[config.mk]
export PLATFORM = sky130hd
export DESIGN_NAME = cache_layer
export DESIGN_NICKNAME = d
export VERILOG_FILES = /design/src/verilog/bus_pkg.sv /design/src/verilog/cache_pkg.sv /design/src/verilog/cache_layer.sv /design/src/verilog/mem_arbiter.sv /design/src/verilog/data_port.sv /design/src/verilog/line_buffer.sv /design/src/verilog/req_slice.sv
export SDC_FILE = /design/constraint.sdc
export NUM_CORES = 1
export LEC_CHECK = 0
export BUFFER_PORTS_ARGS = -buffer_cell sky130_fd_sc_hd__buf_2
export CORE_ASPECT_RATIO = 1.1
export CORE_MARGIN = 2
export CORE_UTILIZATION = 59
export DETAILED_ROUTE_END_ITERATION = 8
export PLACE_DENSITY = 0.95
export SYNTH_ARGS = -nofsm -noshare
export SYNTH_HDL_FRONTEND = slang
export SYNTH_SLANG_ARGS = --single-unit
[constraint.sdc]
create_clock -name aclk -period 21.6 [get_ports aclk]
set_clock_uncertainty 0.05 [all_clocks]
set_input_delay 2.16 -clock aclk [delete_from_list [all_inputs] [get_ports aclk]]
set_output_delay 2.16 -clock aclk [all_outputs]
set_load 0.1 [all_outputs]
[src/verilog/bus_pkg.sv]
package bus_pkg;

    // ####################
    // Widths
    // ####################

    localparam int ADDR_W = 32;
    localparam int DATA_W = 32;
    localparam int STRB_W = DATA_W / 8;  // One strobe per byte lane.

    typedef logic [ADDR_W-1:0] addr_t;
    typedef logic [DATA_W-1:0] word_t;

    // ####################
    // Encodings
    // ####################

    typedef enum logic [1:0] {
        SIZE_BYTE = 2'd0,
        SIZE_HALF = 2'd1,
        SIZE_WORD = 2'd2
    } size_t;

    // Which path owns the memory port.
    typedef enum logic {
        SRC_INSTR = 1'b0,
        SRC_DATA  = 1'b1
    } src_t;

    // ####################
    // Request payloads
    // ####################

    typedef struct packed {
        addr_t addr;
    } ireq_t;

    typedef struct packed {
        addr_t addr;
        logic  we;
        word_t wdata;
        size_t size;
        logic  sgn;  // Sign-extend narrow loads.
    } dreq_t;

endpackage
[src/verilog/cache_pkg.sv]
package cache_pkg;

    // ####################
    // Line geometry
    // ####################

    // The instruction buffer keeps exactly one line of this shape.
    localparam int LINE_WORDS = 4;

    localparam int WORD_BYTES = bus_pkg::DATA_W / 8;

    // Byte offset inside a word.
    localparam int BYTE_BITS = $clog2(WORD_BYTES);

    // Word select inside a line.
    localparam int WORD_BITS = $clog2(LINE_WORDS);

    // Full offset inside a line, bytes and words together.
    localparam int OFFSET_BITS = WORD_BITS + BYTE_BITS;

    // Everything above the line offset identifies the line.
    localparam int TAG_BITS = bus_pkg::ADDR_W - OFFSET_BITS;

endpackage

[src/verilog/cache_layer.sv]
module cache_layer #(
    parameter int LINE_WORDS = cache_pkg::LINE_WORDS
) (
    input  logic                       aclk,
    input  logic                       rst,

    input  logic                       i_req,
    input  bus_pkg::addr_t             i_addr,
    output logic                       i_ack,
    output bus_pkg::word_t             i_rdata,

    input  logic                       d_req,
    input  bus_pkg::addr_t             d_addr,
    input  logic                       d_we,
    input  bus_pkg::word_t             d_wdata,
    input  bus_pkg::size_t             d_size,
    input  logic                       d_signed,
    output logic                       d_ack,
    output bus_pkg::word_t             d_rdata,

    output logic                       mem_req,
    output bus_pkg::addr_t             mem_addr,
    output logic                       mem_we,
    output bus_pkg::word_t             mem_wdata,
    output logic [bus_pkg::STRB_W-1:0] mem_strb,
    output logic                       mem_burst,
    input  logic                       mem_beat,
    input  bus_pkg::word_t             mem_rdata,
    input  logic                       mem_ack
);

    bus_pkg::ireq_t             i_up, i_dn;
    bus_pkg::dreq_t             d_up, d_dn;
    logic                       i_dn_req, i_dn_ack;
    logic                       d_dn_req, d_dn_ack;

    logic                       lb_mreq, lb_mbeat, lb_mack;
    bus_pkg::addr_t             lb_maddr;
    bus_pkg::word_t             lb_mrdata;

    logic                       dp_mreq, dp_mwe, dp_mack;
    bus_pkg::addr_t             dp_maddr;
    bus_pkg::word_t             dp_mwdata, dp_mrdata;
    logic [bus_pkg::STRB_W-1:0] dp_mstrb;

    assign i_up.addr  = i_addr;
    assign d_up.addr  = d_addr;
    assign d_up.we    = d_we;
    assign d_up.wdata = d_wdata;
    assign d_up.size  = d_size;
    assign d_up.sgn   = d_signed;

    // ####################
    // Instruction path
    // ####################

    req_slice #(.payload_t(bus_pkg::ireq_t)) islice_inst (
        .aclk, .rst,
        .up_req(i_req), .up_payload(i_up), .up_ack(i_ack),
        .dn_req(i_dn_req), .dn_payload(i_dn), .dn_ack(i_dn_ack)
    );

    line_buffer #(.LINE_WORDS(LINE_WORDS)) ibuf_inst (
        .aclk, .rst,
        .req(i_dn_req), .addr(i_dn.addr), .ack(i_dn_ack), .rdata(i_rdata),
        .mreq(lb_mreq), .maddr(lb_maddr), .mbeat(lb_mbeat),
        .mrdata(lb_mrdata), .mack(lb_mack)
    );

    // ####################
    // Data path
    // ####################

    req_slice #(.payload_t(bus_pkg::dreq_t)) dslice_inst (
        .aclk, .rst,
        .up_req(d_req), .up_payload(d_up), .up_ack(d_ack),
        .dn_req(d_dn_req), .dn_payload(d_dn), .dn_ack(d_dn_ack)
    );

    data_port dport_inst (
        .aclk, .rst,
        .req(d_dn_req), .addr(d_dn.addr), .we(d_dn.we), .wdata(d_dn.wdata),
        .size(d_dn.size), .sgn(d_dn.sgn), .ack(d_dn_ack), .rdata(d_rdata),
        .mreq(dp_mreq), .maddr(dp_maddr), .mwe(dp_mwe), .mwdata(dp_mwdata),
        .mstrb(dp_mstrb), .mack(dp_mack), .mrdata(dp_mrdata)
    );

    mem_arbiter #(.LINE_WORDS(LINE_WORDS)) arbiter_inst (
        .aclk, .rst,
        .ins_req(lb_mreq), .ins_addr(lb_maddr), .ins_ack(lb_mack),
        .ins_beat(lb_mbeat), .ins_rdata(lb_mrdata),
        .dat_req(dp_mreq), .dat_addr(dp_maddr), .dat_we(dp_mwe),
        .dat_wdata(dp_mwdata), .dat_strb(dp_mstrb), .dat_ack(dp_mack),
        .dat_beat(), .dat_rdata(dp_mrdata),
        .mem_req, .mem_addr, .mem_we, .mem_wdata, .mem_strb, .mem_burst,
        .mem_beat, .mem_rdata, .mem_ack
    );

endmodule

[src/verilog/mem_arbiter.sv]
module mem_arbiter #(
    parameter int LINE_WORDS = 4
) (
    input  logic                       aclk,
    input  logic                       rst,

    input  logic                       ins_req,
    input  bus_pkg::addr_t             ins_addr,
    output logic                       ins_ack,
    output logic                       ins_beat,
    output bus_pkg::word_t             ins_rdata,

    input  logic                       dat_req,
    input  bus_pkg::addr_t             dat_addr,
    input  logic                       dat_we,
    input  bus_pkg::word_t             dat_wdata,
    input  logic [bus_pkg::STRB_W-1:0] dat_strb,
    output logic                       dat_ack,
    output logic                       dat_beat,
    output bus_pkg::word_t             dat_rdata,

    output logic                       mem_req,
    output bus_pkg::addr_t             mem_addr,
    output logic                       mem_we,
    output bus_pkg::word_t             mem_wdata,
    output logic [bus_pkg::STRB_W-1:0] mem_strb,
    output logic                       mem_burst,
    input  logic                       mem_beat,
    input  bus_pkg::word_t             mem_rdata,
    input  logic                       mem_ack
);

    localparam int CNT_W = $clog2(LINE_WORDS + 1);

    logic                gnt_ins;
    logic                gnt_dat;
    bus_pkg::src_t       last;
    logic [CNT_W-1:0]    beat_cnt;
    logic                beat_ok;

    // ####################
    // Grant
    // ####################

    always_ff @(posedge aclk) begin
        if (rst) begin
            gnt_ins <= 1'b0;
            gnt_dat <= 1'b0;
            last    <= bus_pkg::SRC_INSTR;  // So the data path wins the first tie.
        end else if (!gnt_ins && !gnt_dat) begin
            if (dat_req && (!ins_req || last == bus_pkg::SRC_INSTR)) begin
                gnt_dat <= 1'b1;
                last    <= bus_pkg::SRC_DATA;
            end else if (ins_req) begin
                gnt_ins <= 1'b1;
                last    <= bus_pkg::SRC_INSTR;
            end
        end else if (gnt_ins && !ins_req && !mem_ack) begin
            gnt_ins <= 1'b0;
        end else if (gnt_dat && !dat_req && !mem_ack) begin
            gnt_dat <= 1'b0;
        end
    end

    // ####################
    // Port mux
    // ####################

    assign mem_req   = (gnt_ins && ins_req) || (gnt_dat && dat_req);
    assign mem_addr  = gnt_ins ? ins_addr : dat_addr;
    assign mem_we    = gnt_dat && dat_we;
    assign mem_wdata = dat_wdata;
    assign mem_strb  = gnt_dat ? dat_strb : '0;
    assign mem_burst = gnt_ins;  // Instruction traffic is always a line refill.

    // Beats past the expected count are dropped so a path never overruns.
    always_ff @(posedge aclk) begin
        if (rst) begin
            beat_cnt <= '0;
        end else if (!mem_req) begin
            beat_cnt <= '0;
        end else if (mem_beat && beat_ok) begin
            beat_cnt <= beat_cnt + 1'b1;
        end
    end

    assign beat_ok = int'(beat_cnt) < (gnt_ins ? LINE_WORDS : 1);

    assign ins_beat  = gnt_ins && mem_beat && beat_ok;
    assign ins_ack   = gnt_ins && mem_ack;
    assign ins_rdata = mem_rdata;

    assign dat_beat  = gnt_dat && mem_beat && beat_ok;
    assign dat_ack   = gnt_dat && mem_ack;
    assign dat_rdata = mem_rdata;

    a_one_grant: assert property (
        @(posedge aclk) disable iff (rst)
        $onehot0({gnt_ins, gnt_dat})
    );

    // An ack from memory always belongs to a grant still being held.
    a_ack_owned: assert property (
        @(posedge aclk) disable iff (rst)
        mem_ack |-> $onehot({gnt_ins, gnt_dat})
    );

endmodule

[src/verilog/data_port.sv]
module data_port (
    input  logic                       aclk,
    input  logic                       rst,

    input  logic                       req,
    input  bus_pkg::addr_t             addr,
    input  logic                       we,
    input  bus_pkg::word_t             wdata,
    input  bus_pkg::size_t             size,
    input  logic                       sgn,
    output logic                       ack,
    output bus_pkg::word_t             rdata,

    output logic                       mreq,
    output bus_pkg::addr_t             maddr,
    output logic                       mwe,
    output bus_pkg::word_t             mwdata,
    output logic [bus_pkg::STRB_W-1:0] mstrb,
    input  logic                       mack,
    input  bus_pkg::word_t             mrdata
);

    logic [1:0]                 lane;
    logic [bus_pkg::STRB_W-1:0] strb;
    bus_pkg::word_t             wlanes;
    bus_pkg::word_t             shifted;
    bus_pkg::word_t             ext;
    logic                       start;

    assign lane  = addr[1:0];
    assign start = req && !ack && !mreq && !mack;

    always_comb begin
        shifted = mrdata >> {lane, 3'b000};  // Bring the addressed lane down to bit 0.
        case (size)
            bus_pkg::SIZE_BYTE: begin
                strb   = 4'b0001 << lane;
                wlanes = {4{wdata[7:0]}};
                ext    = {{24{sgn & shifted[7]}}, shifted[7:0]};
            end
            bus_pkg::SIZE_HALF: begin
                strb   = 4'b0011 << lane;
                wlanes = {2{wdata[15:0]}};
                ext    = {{16{sgn & shifted[15]}}, shifted[15:0]};
            end
            default: begin
                strb   = 4'b1111;
                wlanes = wdata;
                ext    = shifted;
            end
        endcase
    end

    always_ff @(posedge aclk) begin
        if (rst) begin
            mreq <= 1'b0;
            ack  <= 1'b0;
        end else begin
            if (start) begin
                mreq <= 1'b1;
            end else if (mreq && mack) begin
                mreq <= 1'b0;
                ack  <= 1'b1;
            end else if (ack && !req) begin
                ack <= 1'b0;
            end
        end
    end

    always_ff @(posedge aclk) begin
        if (start) begin
            maddr  <= {addr[bus_pkg::ADDR_W-1:2], 2'b00};
            mwe    <= we;
            mwdata <= wlanes;
            mstrb  <= strb;
        end
        if (mreq && mack) begin
            rdata <= ext;
        end
    end

    // Strobes never straddle a word, so a request may not either.
    a_aligned: assert property (
        @(posedge aclk) disable iff (rst)
        req |-> (size == bus_pkg::SIZE_WORD) ? (lane == 2'b00)
              : (size == bus_pkg::SIZE_HALF) ? !lane[0] : 1'b1
    );

endmodule

[src/verilog/line_buffer.sv]
module line_buffer #(
    parameter int LINE_WORDS = 4
) (
    input  logic           aclk,
    input  logic           rst,

    input  logic           req,
    input  bus_pkg::addr_t addr,
    output logic           ack,
    output bus_pkg::word_t rdata,

    output logic           mreq,
    output bus_pkg::addr_t maddr,
    input  logic           mbeat,
    input  bus_pkg::word_t mrdata,
    input  logic           mack
);

    // The word select below is sized from the package geometry.
    if (LINE_WORDS != cache_pkg::LINE_WORDS) begin : g_geometry_check
        $error("line_buffer: LINE_WORDS differs from cache_pkg::LINE_WORDS");
    end

    logic [cache_pkg::TAG_BITS-1:0]  tag;
    logic                            valid;
    logic                            filling;
    logic [cache_pkg::WORD_BITS-1:0] fill_cnt;
    bus_pkg::word_t                  line [LINE_WORDS];

    logic [cache_pkg::TAG_BITS-1:0]  req_tag;
    logic [cache_pkg::WORD_BITS-1:0] req_word;
    logic                            hit;
    logic                            serve;
    logic                            refill;

    assign req_tag  = addr[bus_pkg::ADDR_W-1 -: cache_pkg::TAG_BITS];
    assign req_word = addr[cache_pkg::OFFSET_BITS-1:cache_pkg::BYTE_BITS];
    assign hit      = valid && (tag == req_tag);

    assign serve  = req && !ack && !filling && hit;
    assign refill = req && !ack && !filling && !hit && !mack;  // Wait for the old ack to fall.

    // ####################
    // Control
    // ####################

    always_ff @(posedge aclk) begin
        if (rst) begin
            valid    <= 1'b0;
            filling  <= 1'b0;
            fill_cnt <= '0;
            mreq     <= 1'b0;
            ack      <= 1'b0;
        end else begin
            if (serve) begin
                ack <= 1'b1;
            end else if (ack && !req) begin
                ack <= 1'b0;
            end

            if (refill) begin
                filling  <= 1'b1;
                mreq     <= 1'b1;
                valid    <= 1'b0;  // The line is overwritten from here on.
                fill_cnt <= '0;
            end else if (filling) begin
                if (mbeat) begin
                    fill_cnt <= fill_cnt + 1'b1;
                end
                if (mack) begin
                    // Last beat lands this cycle, the hit path answers next.
                    filling <= 1'b0;
                    mreq    <= 1'b0;
                    valid   <= 1'b1;
                end
            end
        end
    end

    // ####################
    // Tag, line and result
    // ####################

    always_ff @(posedge aclk) begin
        if (refill) begin
            tag   <= req_tag;
            maddr <= {req_tag, {cache_pkg::OFFSET_BITS{1'b0}}};
        end
        if (filling && mbeat) begin
            line[fill_cnt] <= mrdata;
        end
        if (serve) begin
            rdata <= line[req_word];
        end
    end

    // The memory must deliver a whole line before it acknowledges the burst.
    a_burst_length: assert property (
        @(posedge aclk) disable iff (rst)
        mreq && mack |-> mbeat && (int'(fill_cnt) == LINE_WORDS - 1)
    );

endmodule

[src/verilog/req_slice.sv]
module req_slice #(
    parameter type payload_t = logic [31:0]
) (
    input  logic     aclk,
    input  logic     rst,

    input  logic     up_req,
    input  payload_t up_payload,
    output logic     up_ack,

    output logic     dn_req,
    output payload_t dn_payload,
    input  logic     dn_ack
);

    logic take;

    // A new request is only taken once the previous cycle has fully closed.
    assign take = up_req && !dn_req && !dn_ack;

    always_ff @(posedge aclk) begin
        if (rst) begin
            dn_req <= 1'b0;
        end else if (take) begin
            dn_req <= 1'b1;
        end else if (dn_req && dn_ack && !up_req) begin
            dn_req <= 1'b0;  // Requester saw the ack and let go.
        end
    end

    always_ff @(posedge aclk) begin
        if (take) begin
            dn_payload <= up_payload;
        end
    end

    // The result side needs no staging, the path behind holds it while ack is high.
    assign up_ack = dn_ack;

    // The captured copy is only safe if the requester does not move the payload.
    a_payload_stable: assert property (
        @(posedge aclk) disable iff (rst)
        up_req && $past(up_req) |-> up_payload == $past(up_payload)
    );

endmodule

# Word-level counts from Yosys, hierarchy flattened
# Memories as Yosys holds them, arrays and structs flattened. A register that Yosys moved wholly into a read port is not among the register bits.
# Index checks and enable logic that the tools add are counted.
# word_totals
ff_bits	243
ram_bits	128
input_bits	138
output_inout_bits	137
word_cells	149
n_memories	1
# memory_table
memory	depth	width	rd	rd_ports_with_merged_regs	write_ports	line_no	text
ibuf_inst.line	4	32	1	1	1	line_buffer.sv:28	bus_pkg::word_t line [LINE_WORDS];
# op_classes
n_addsub	2
order_cmp	1
n_eq_ne	6
shift	3
n_mux	34
bitwise	5
n_reduce_logical	72
# ops
op	count
32-bit case mux with 2 select lines	2
1-bit logical AND	35
4-bit by 32-bit < comparator with 1-bit output	1
32-bit two-way mux	1
32-bit by 5-bit right shift with 32-bit output	1
28-bit equality test	1
1-bit two-way mux	28
2-bit nonzero test	10
1-bit logical NOT	15
2-bit AND reduction	5
4-bit case mux with 2 select lines	1
2-bit != test, second input constant	3
3-bit AND reduction	2
4-bit two-way mux	1
2-bit OR reduction	2
1-bit by 2-bit left shift with 4-bit output, first input constant	1
2-bit by 2-bit left shift with 4-bit output, first input constant	1
3-bit by 1-bit adder with 3-bit output, second input constant	1
3-bit two-way mux	1
1-bit inverter	3
2-bit by 1-bit adder with 2-bit output, second input constant	1
1-bit AND	2
2-bit by 1-bit equality test with 1-bit output, second input constant	1
2-bit logical NOT	1
other kinds (2)	3

# Depth between registers and ports, before layout
# Gate-level depths: netlist of the first run.
# depth
ltp_word	7
depth_mapped	8
depth_no_buf	7

# By module
# From an unflattened synthesis of the first run, not the netlist that was laid out.
# unflattened
cells_unflattened	883
hier_area_um2	16115.5
# modules_own_cells
mod	n_inst	cells_each	area_per_inst_um2	seq_area_each_um2
line_buffer	1	308	7074.3	5765.5
data_port	1	283	4399.2	3012.9
req_slice at dslice_inst	1	75	2108.3	2062.0
mem_arbiter	1	178	1506.4	120.1
req_slice at islice_inst	1	39	1027.2	980.9

# Worst setup path before layout of the first run
# Ideal clock, no wire load.
# synth_timing
path_type	input to register
start	input mem_ack
end	register dport_inst.maddr[10], enable pin
setup_time_ps	849
arrival_time_ps	12867
required_time_ps	20701
path_slack_ps	7834
stages	2
n_path_buf	1
cell_sequence	bufbuf_16 -> a2111oi_0
# synth_between
elab_chain_cells	3
# synth_lines
element	line_no	text
start: declaration	cache_layer.sv:29	input logic mem_ack
1-bit logical AND	mem_arbiter.sv:94	assign dat_ack = gnt_dat && mem_ack;
1-bit logical NOT	data_port.sv:31	assign start = req && !ack && !mreq && !mack;
1-bit logical AND	data_port.sv:31	
net dport_inst.start	data_port.sv:28	logic start;
end signal: assignment	data_port.sv:72	maddr <= {addr[bus_pkg::ADDR_W-1:2], 2'b00};
end: declaration	data_port.sv:15	output bus_pkg::addr_t maddr,
# The timed path passes the listed nets, and every way through them passes these cells.
# A chain may end at the register's enable or synchronous reset.

# Worst setup path in the final report of the first run
# layout_timing
start	register arbiter_inst.gnt_ins (netlist: arbiter_inst.mem_burst)
end	output mem_req
# layout_between
elab_chain_cells	2
# layout_lines
element	line_no	text
start: declaration	mem_arbiter.sv:35	logic gnt_ins;
start signal: assignment	mem_arbiter.sv:47	gnt_ins <= 1'b0;
start signal: assignment	mem_arbiter.sv:55	gnt_ins <= 1'b1;
start signal: assignment	mem_arbiter.sv:59	gnt_ins <= 1'b0;
1-bit logical AND	mem_arbiter.sv:69	assign mem_req = (gnt_ins && ins_req) || (gnt_dat && dat_req);
1-bit logical OR	mem_arbiter.sv:69	
end: declaration	cache_layer.sv:21	output logic mem_req,
# Every way passes these cells.

==> run metrics, run 1 <==
run status completed; final setup margin 16.96 ns; GRT Total Usage 26.26%; first-pass GRT wire length 51130 um; CP endpoint kind primary output; crit path launch arbiter_inst.mem_burst; final setup TNS 0 ns; synthesized area 14880 um^2; maxcap violations 0; clock power share 39.9%; fin. max-slew vios 0; CTS tree built; RR Endpoint ibuf_inst.line[0][6]; die footprint 26510 um^2; Mean Syn Cell Area 19.63 um^2; EDFF count, synth 385; CP required 19.39 ns; fin crit period 4.638 ns; R2R cell count 7; CTS Root Cell clkbuf_16; WP buf/inv 2; RSZ-0062 raised after global routing no; Worst path max stage delay 0.95 ns; Nets 1198; final wirelength 34540 um; initial antenna violation count 5; clock latency at the later pin of the worst-skew pair 0.53 ns; die height 170.6 um; P&R area growth vs syn 20.75%; Leak 6.491 nW; Hold Path Depth 0; Final setup viols 0; Synth cell types 47; Post-CTS Hold Buffers 0; Max-slew headroom 36.64%; CORE AREA 24620 um^2; sequential share of the synthesized area 79.85%; combinational power share 9.9%; DPL Wire Length 21040 um; hold_sp dslice_inst.dn_payload[66]; Final Hold Vio Count 0; slowest CP cell dfxtp_2; crit path launch type flip-flop; IO Pins 275; Yosys reg bits 401; Synth area leaders edfxtp_1 (78%), mux4_2 (5.0%), mux2_2 (3.3%), dfxtp_1 (2.2%), mux2i_1 (1.7%); TritonRoute pass-1 iters 5; PwrDens 99.73 nW/um^2; Yosys top cell area share 77.70%; number of vias in the routed layout 8274; cts repair resizes 0; cell row count 60; H-tree level count 2; count leader, synth edfxtp_1; final non-filler cell area 17970 um^2; Initial Util 60.43%; reg2reg start arbiter_inst.mem_burst; r2r setup slk 18.30 ns; worst path arrival time 2.43 ns; crit path max fanout 39; number of clock buffers inserted by TritonCTS 39; Cells after Synth 758; Peak VDD IR 98.38 uV; switching power 0.4344 mW; layout cells sized above 1 40.35%; Final ANT Viol Nets 0; post-CTS setup buffers 0; Worst Hold End dport_inst.maddr[30]; drt first-iter violations 727; YS warnings 0; Vias/cell 5.927; DP Worst Slack 17.50 ns; worst setup path class flip-flop to primary output; worst-margin pin slew 0.9503 ns; DR WL/cell 24.74 um; RePlAce Congestion 0.8115; fmax 215.6 MHz; min-delay worst type flip-flop to flip-flop; CP Cell Sequence inv_2 > o21ai_0 > buf_2; Max clock buf depth 3; total gr overflow 0; vias in the first global route 8741; Fillers 1417; Post-synth top cells edfxtp_1 (385), mux2_2 (44), mux4_2 (33); sequential share of power 50.2%; placed instance area 16600 um^2; Primary FF master, synth edfxtp_1; Die X 155.4 um; area leader, netlist edfxtp_1; Top Family by Delay on Critical Path flip-flops; Clock Sinks 401; switching power share of the total 24.24%; Clock Pin Slew Worst Setup and Hold Paths 0.06 ns; pin count of the biggest net entering global routing 63; IO buf count 270; Int Pwr 1.357 mW; ratio of final minimum period to clock period 21.47%; async set or reset register ratio after synthesis 0%; DRC Markers 0
## cell type report
| cell class | count | area (um^2) | share of cell area [%] |
|---|---|---|---|
| flip-flops and latches | 401 | 11880 | 66.13 |
| multi-input cells | 316 | 2825 | 15.72 |
| repair buffers | 285 | 1464 | 8.148 |
| clock buffers | 45 | 998.5 | 5.557 |
| well taps | 310 | 387.9 | 2.159 |
| clock inverters | 25 | 360.3 | 2.006 |
| inverters | 11 | 41.29 | 0.2298 |
| diodes | 3 | 7.507 | 0.04178 |
## power groups by stage
stage / Clock (mW) / Sequential (mW) / Combinational (mW)
global placement: 0 / 0.913 / 0.169
global route: 0.750 / 0.902 / 0.184
finish: 0.715 / 0.900 / 0.177
detailed placement: 0 / 0.916 / 0.174
floorplan: 0 / 0.947 / 0.0995
CTS: 0.723 / 0.900 / 0.177
## worst reg2reg max path: cells and delay by family, from the launching register on
family	cells	cell delay, ns
AO/OA/AOI/OAI	1	0.07
adder cells (fa/ha/maj)	1	0.33
buffers and inverters	2	0.58
flip-flops	1	0.95
AND/OR/NAND/NOR	3	0.93
## flip-flops by register name, indices dropped and copies added, names as in the netlist, 2 cells and up
name / count
dslice_inst.dn_payload: 68
ibuf_inst.tag: 28
dport_inst.maddr: 30
islice_inst.dn_payload: 30
dport_inst.mstrb: 4
dport_inst.rdata: 32
arbiter_inst.beat_cnt: 3
ibuf_inst.rdata: 32
ibuf_inst.line: 128
ibuf_inst.fill_cnt: 2
dport_inst.mwdata: 32
## layout by cell type (no fill, tap or decap), types with 3 or more instances in the layout
cell type / n
edfxtp_1: 385
buf_2: 270
mux2_2: 44
clkbuf_16: 39
mux4_2: 33
nand2_1: 31
o21ai_0: 30
xnor2_1: 29
mux2i_1: 26
a21oi_1: 23
nor2_1: 20
dfxtp_1: 15
buf_4: 15
nor2b_1: 10
inv_1: 9
and2_1: 9
a211oi_1: 8
bufinv_16: 8
ha_1: 6
clkbuf_1: 6
nand4_1: 5
nand2b_1: 5
clkinv_2: 5
clkinv_1: 5
nor3_2: 4
diode_2: 3
nand3_1: 3
## through the flow
stage          utilization (%)  cells  power, mW  hold slack, ns
4_1_cts                  72.94   1393      1.799          0.3665
3_3_place_gp             67.42   1323      1.082          0.3505
3_5_place_dp             67.42   1323      1.090          0.3545
5_1_grt                  72.95   1394      1.837          0.3726
6_report                 72.97   1396      1.792          0.3671
2_1_floorplan                -    759      1.047          0.3503
## routing by layer
| metal | GRT usage (%) | wire (um) | part of all wire [%] | vias up |
|---|---|---|---|---|
| met2 | 46.56 | 18090 | 52 | 533 |
| li1 | - | - | - | 3558 |
| met1 | 30.47 | 11900 | 34 | 4073 |
| met4 | 12.09 | 1423 | 4.1 | 4 |
| met3 | 6.180 | 3099 | 9.0 | 106 |
| met5 | 0 | 27 | 0.078 | - |
## kinds of logic (layout without fill, tap and decap cells)
family	after synthesis	count (layout)	share of synthesized area, %
adders and majority gates	6	6	0.5045
DFF	401	401	79.85
other	1	5	0.02520
and+or+nand+nor	100	100	3.532
AOI/OAI and AO/OA	75	75	2.884
muxes	103	103	10.07
buffers and inverters	42	366	1.362
xor gates and xnor gates	30	30	1.766
## worst max-delay path by stage
stage / to / slack (ns) / cells after the start
6_report: mem_req / 16.96 / 3
5_1_grt: mem_req / 16.83 / 3
4_1_cts: mem_req / 16.94 / 3
3_5_place_dp: mem_req / 17.50 / 3
3_3_place_gp: mem_req / 17.48 / 3
2_1_floorplan: dport_inst.maddr[10] / 7.83 / 2
No activity file was read; power rests on OpenSTA's default activity.
==> run 2, diff against run 1 <==
--- a/config.mk
+++ b/config.mk
@@ -8,9 +8,9 @@
 export BUFFER_PORTS_ARGS = -buffer_cell sky130_fd_sc_hd__buf_2
 export CORE_ASPECT_RATIO = 1.1
 export CORE_MARGIN = 2
-export CORE_UTILIZATION = 59
+export CORE_UTILIZATION = 50
 export DETAILED_ROUTE_END_ITERATION = 8
-export PLACE_DENSITY = 0.95
+export PLACE_DENSITY = 0.88
 export SYNTH_ARGS = -nofsm -noshare
 export SYNTH_HDL_FRONTEND = slang
 export SYNTH_SLANG_ARGS = --single-unit
==> constraint.sdc (replaced) <==
create_clock -name aclk -period 3.8 [get_ports aclk]
set_clock_uncertainty 0.05 [all_clocks]
set_input_delay 0.38 -clock aclk [delete_from_list [all_inputs] [get_ports aclk]]
set_output_delay 0.38 -clock aclk [all_outputs]
set_load 0.1 [all_outputs]
==> run 2 against run 1 <==
  * Cell count grew 12%
  * Total power grew to 5.5 times the previous value
  * Highest routed layer is now met4
  * Sequential share of layout area shrank 3.3 points
  * Clock power grew to 5.1 times the previous value
  * Worst hold slack lost 0.32 ns
  * Clock-buffer cell count grew 3
  * Core utilization shrank 8.7 points
  * Critical path depth grew 3
  * Combinational power grew to 6.2 times the previous value
==> run metrics, run 2 (synthesis gave the netlist of run 1 again) <==
first-pass GRT wire length 52520 um (was 51130 um); final wirelength 34970 um (was 34540 um); worst path arrival time 2.86 ns (was 2.43 ns); initial antenna violation count 4 (was 5); clock latency at the later pin of the worst-skew pair 0.54 ns (was 0.53 ns); H-tree level count 2 (unchanged); vias in the first global route 9135 (was 8741); fin. max-slew vios 0 (unchanged); commonest non-fill, non-tap cells in the layout edfxtp_1 (385), buf_2 (270), dlygate4sd3_1 (98), mux2_2 (44), clkbuf_16 (39) (was edfxtp_1 (385), buf_2 (270), mux2_2 (44), clkbuf_16 (39), mux4_2 (33)); fmax 362.9 MHz; maxcap violations 0 (unchanged); number of vias in the routed layout 8565 (was 8274); GRT Total Usage 22.48% (was 26.26%); fin util 64.28% (was 72.97%); pin count of the biggest net entering global routing 39 (was 63); Clock Pin Slew Worst Setup and Hold Paths 0.06 ns (about the same); worst setup path class flip-flop to flip-flop (was flip-flop to primary output); max FFs per register 128 (unchanged); Nets 1300 (was 1198); RSZ-0062 raised after global routing no (unchanged); Max-slew headroom 26.91% (was 36.64%); DR WL/cell 22.41 um (was 24.74 um); DRC Markers 0 (unchanged); DPL Wire Length 19940 um (was 21040 um); run status completed (unchanged); IO buf count 270 (unchanged); min-delay worst type input pin to flip-flop (was flip-flop to flip-flop); layout cells sized above 1 36.63% (was 40.35%); Initial Util 50.61% (was 60.43%); TritonRoute pass-1 iters 5 (unchanged); Peak VDD IR 455.6 uV (was 98.38 uV); P&R area growth vs syn 27.00% (was 20.75%); leading cell type in the layout, fill and taps excluded edfxtp_1 (unchanged); PwrDens 521.0 nW/um^2 (was 99.73 nW/um^2); total gr overflow 0 (unchanged); CP required 3.90 ns (was 19.39 ns); CP endpoint kind flip-flop (was primary output); crit path max fanout 38 (was 39); CTS tree built (unchanged); registers with the most flip-flops ibuf_inst.line (128), dslice_inst.dn_payload (68) (unchanged); Final Hold Vio Count 0 (unchanged); fin crit period 2.756 ns; largest register by flop count ibuf_inst.line (unchanged); final setup TNS 0 ns (unchanged); ratio of final minimum period to clock period 72.52%; cell row count 66 (was 60); Max clock buf depth 3 (unchanged); drt first-iter violations 747 (was 727); CTS Root Cell clkbuf_16 (unchanged); IO Pins 275 (unchanged); post-CTS setup buffers 0 (unchanged); Vias/cell 5.490 (was 5.927); worst-margin pin slew 1.096 ns (was 0.9503 ns); Final ANT Viol Nets 0 (unchanged); Final setup viols 0 (unchanged); die height 184.9 um (was 170.6 um); crit path launch type flip-flop (unchanged); CORE AREA 29400 um^2 (was 24620 um^2); number of clock buffers inserted by TritonCTS 39 (unchanged); Clock Sinks 401 (unchanged); Leak 6.853 nW (was 6.491 nW); final non-filler cell total 1560 (was 1396); Die X 168.5 um (was 155.4 um); Cells after DPL 1391 (was 1323); die footprint 31160 um^2 (was 26510 um^2); RePlAce Congestion 0.8094 (was 0.8115)
-- run 2: power by group --
part           internal (mW)  total [mW]  leakage [nW]  switching [mW]
clock                   2.03        3.63         0.576            1.60
sequential              5.03        5.12          3.68          0.0874
combinational          0.308        1.10          2.59           0.790
total                   7.37        9.84          6.85            2.48
-- run 2: path summary, 6_finish.rpt --
| kind | startpoint | endpoint | slack (ns) | cells past startpoint |
|---|---|---|---|---|
| setup / recovery | arbiter_inst.mem_burst | ibuf_inst.line[1][31] | 1.04 | 6 |
| hold / removal | mem_rdata[12] | ibuf_inst.line[0][12] | 0.05 | 1 |
| setup reg to reg | arbiter_inst.mem_burst | ibuf_inst.line[1][31] | 1.04 | 6 |
| hold reg to reg | dslice_inst.dn_payload[54] | dport_inst.maddr[18] | 0.37 | 0 |
-- run 2: metal layers --
metal,up-vias,GRT usage (%),wire (um)
met5,-,0,0
li1,3770,-,-
met2,484,39.03,17540
met4,0,10.69,1577
met3,99,5.534,2992
met1,4212,26.47,12860
-- run 2: critical path, stage by stage, from the launching register on --
cell,delay (ns)
dfxtp_2,0.32
buf_4,0.29
o31ai_1,0.29
nand3b_1,0.20
nor3_1,0.55
and2_1,0.21
buf_4,0.44
-- run 2: area by class of cell --
type	instances	area, um^2
antenna	4	10.01
clock buffer	48	1010
clock inverter	19	166.4
fill	1906	10500
inverter	11	41.29
multi-input combinational	316	2844
sequential	401	11880
tap	374	467.9
timing repair buffer	387	2475
-- run 2: timing repair --
item,in CTS,in global routing
resized for setup,0,0
hold buffers,98,0
hold endpoints to repair,98,0
setup endpoints to repair,0,0
-- run 2: through the flow --
stage / total power [mW] / setup slack, ns / instance area, um^2 / hold slack [ns]
2_1_floorplan: 5.935 / 0.1193 / 14910 / 0.3503
3_3_place_gp: 6.166 / 1.165 / 16730 / 0.3509
3_5_place_dp: 6.197 / 1.071 / 16730 / 0.3545
4_1_cts: 9.837 / 1.042 / 18890 / 0.02657
5_1_grt: 10.12 / 0.8717 / 18890 / 0.03601
6_report: 9.844 / 1.044 / 18900 / 0.04919
==> run 3, diff against run 2 <==
--- a/config.mk
+++ b/config.mk
@@ -8,9 +8,9 @@
 export BUFFER_PORTS_ARGS = -buffer_cell sky130_fd_sc_hd__buf_2
 export CORE_ASPECT_RATIO = 1.1
 export CORE_MARGIN = 2
-export CORE_UTILIZATION = 50
+export CORE_UTILIZATION = 55
 export DETAILED_ROUTE_END_ITERATION = 8
-export PLACE_DENSITY = 0.88
+export PLACE_DENSITY = 0.91
 export SYNTH_ARGS = -nofsm -noshare
 export SYNTH_HDL_FRONTEND = slang
 export SYNTH_SLANG_ARGS = --single-unit
==> constraint.sdc (replaced) <==
create_clock -name aclk -period 2.9 [get_ports aclk]
set_clock_uncertainty 0.05 [all_clocks]
set_input_delay 0.29 -clock aclk [delete_from_list [all_inputs] [get_ports aclk]]
set_output_delay 0.29 -clock aclk [all_outputs]
set_load 0.1 [all_outputs]
==> run 3 against run 2 <==
  * Global-route usage rose by 4.1 points
  * Cell area rose by 2.2%
  * Highest routed layer unchanged
  * Sequential share of layout area fell by 1.3 points
  * Via count rose by 3.3%
  * Critical endpoint is now mem_addr[26]
  * Combinational power rose by 36%
  * Clock-buffer cell count fell by 2
==> run metrics, run 3 (synthesis gave the netlist of run 1 again) <==
final wirelength 37640 um (was 34970 um); fmax 388.2 MHz; Cells after DPL 1369 (was 1391); leading cell type in the layout, fill and taps excluded edfxtp_1 (unchanged); commonest non-fill, non-tap cells in the layout edfxtp_1 (385), buf_2 (270), dlygate4sd3_1 (125), mux2_2 (44), clkbuf_16 (40) (was edfxtp_1 (385), buf_2 (270), dlygate4sd3_1 (98), mux2_2 (44), clkbuf_16 (39)); GRT Total Usage 26.62% (was 22.48%); final setup margin 0.3240 ns (was 1.044 ns); Final Hold Vio Count 0 (unchanged); pin count of the biggest net entering global routing 68 (was 39); DR WL/cell 23.99 um (was 22.41 um); drt first-iter violations 925 (was 747); DPL Wire Length 20480 um (was 19940 um); CTS Root Cell clkbuf_16 (unchanged); Reg area 11890 um^2 (was 11880 um^2); number of vias in the routed layout 8845 (was 8565); min-delay worst type input pin to flip-flop (unchanged); multi-input gate area in the final layout 2860 um^2 (was 2844 um^2); Initial Util 55.52% (was 50.61%); Clock Pin Slew Worst Setup and Hold Paths 0.06 ns (about the same); layout cells sized above 1 36.72% (was 36.63%); worst path arrival time 2.24 ns (was 2.86 ns); CTS tree built (unchanged); first-pass GRT wire length 55980 um (was 52520 um); fin. max-slew vios 0 (unchanged); max FFs per register 128 (unchanged); RePlAce Congestion 0.7963 (was 0.8094); CP endpoint kind primary output (was flip-flop); DP Worst Slack 0.3361 ns (was 1.071 ns); cell row count 63 (was 66); number of clock buffers inserted by TritonCTS 39 (unchanged); fin crit period 2.576 ns; DRC Markers 0 (unchanged); initial antenna violation count 3 (was 4); maxcap violations 0 (unchanged); H-tree level count 2 (unchanged); Max clock buf depth 3 (unchanged); worst setup path class flip-flop to primary output (was flip-flop to flip-flop); Top Family by Delay on Critical Path buffers and inverters (was simple AND/OR/NAND/NOR gates); Clock Sinks 401 (unchanged); final non-filler cell total 1569 (was 1560); clock latency at the later pin of the worst-skew pair 0.55 ns (was 0.54 ns); Final setup viols 0 (unchanged); vias in the first global route 9279 (was 9135); TritonRoute pass-1 iters 7 (was 5); die height 176.5 um (was 184.9 um); CP Cell Sequence buf_4 > mux2_2 > buf_2 (was buf_4 > o31ai_1 > nand3b_1 > nor3_1 > and2_1 > buf_4); largest register by flop count ibuf_inst.line (unchanged); RSZ-0062 raised after global routing no (unchanged); IO buf count 270 (unchanged); PwrDens 690.6 nW/um^2 (was 521.0 nW/um^2); total gr overflow 0 (unchanged); Nets 1322 (was 1300); CP required 2.56 ns (was 3.90 ns); IO Pins 275 (unchanged); WP buf/inv 2 (unchanged); Vias/cell 5.637 (was 5.490); post-CTS setup buffers 0 (unchanged); CORE AREA 26800 um^2 (was 29400 um^2); Worst path max stage delay 0.62 ns (was 0.55 ns); slowest CP cell dfxtp_2 (was nor3_1); worst-margin pin slew 0.9902 ns (was 1.096 ns); Peak VDD IR 686.0 uV (was 455.6 uV); ratio of final minimum period to clock period 88.83%; run status completed (unchanged); Final ANT Viol Nets 0 (unchanged); Die X 160.8 um (was 168.5 um); Max-slew headroom 33.83% (was 26.91%); die footprint 28390 um^2 (was 31160 um^2); registers with the most flip-flops ibuf_inst.line (128), dslice_inst.dn_payload (68) (unchanged); Fillers 1480 (was 1906); crit path max fanout 23 (was 38); crit path launch type flip-flop (unchanged); P&R area growth vs syn 29.75% (was 27.00%); Leak 7.020 nW (was 6.853 nW)
==> run 3: changes by cell type in the layout (fill, tap and decap cells not counted), sizes merged <==
cell,change
bufinv,+2
clkbuf,-2
clkinv,+2
clkinvlp,+2
buf,-5
inv,+1
dlygate4sd3,+27
diode,-1
==> run 3: path summary, 6_finish.rpt <==
path | slack, ns | end | start | depth (start not counted)
worst min register to register | 0.37 | dport_inst.maddr[20] | dslice_inst.dn_payload[56] | 0
worst min-delay path | 0.03 | dslice_inst.dn_req | d_req | 3
worst max-delay path | 0.32 | mem_addr[26] | arbiter_inst.mem_burst | 3
worst max register to register | 0.35 | ibuf_inst.line[3][1] | arbiter_inst.mem_burst | 7
==> run 3: final cells by class <==
type	instances	area share, %
diodes	3	0.03889
clock buffers	46	5.301
clock inverters	26	1.452
inverters	11	0.2139
multi-input cells	316	14.82
flip-flops and latches	401	61.58
well taps	357	2.314
repair buffers	409	14.28
==> run 3: timing repair <==
| item | in CTS | in global routing |
|---|---|---|
| hold buffers | 125 | 0 |
| hold endpoints to repair | 206 | 0 |
| resized for setup | 0 | 0 |
==> run 3: per-layer routing <==
layer | routed length (um) | global-route usage [%] | share of wire (%)
met2 | 20120 | 48.85 | 53
met5 | 0 | 0 | 0
met1 | 12820 | 31.54 | 34
met4 | 1243 | 8.966 | 3.3
met3 | 3456 | 5.332 | 9.2
==> run 3: worst reg2reg max path, delay by kind of cell (launching register included) <==
family,cells,cell delay [ns]
and+or+nand+nor,3,0.85
buffers and inverters,2,0.30
adders and majority gates,1,0.31
AOI/OAI and AO/OA,1,0.06
DFF,1,0.62
==> run 3: power by group <==
part | switching [mW] | internal [mW] | total [mW] | leakage, nW
registers | 0.114 | 6.59 | 6.70 | 3.69
logic | 1.06 | 0.433 | 1.50 | 2.70
clock network | 2.21 | 2.93 | 5.14 | 0.633
==> run 3: stage by stage <==
stage | hold WS [ns] | power [mW] | cell area [um^2] | utilization, % | setup TNS, ns
floorplan | 0.3112 | 7.779 | 14940 | - | -27.28
detailed placement | 0.3545 | 8.124 | 16740 | 62.47 | 0
CTS | 0.004111 | 13.28 | 19300 | 72.01 | 0
finish | 0.03013 | 13.33 | 19310 | 72.04 | 0
global route | 0.01031 | 13.67 | 19300 | 72.02 | 0
global placement | 0.3507 | 8.081 | 16740 | 62.47 | 0
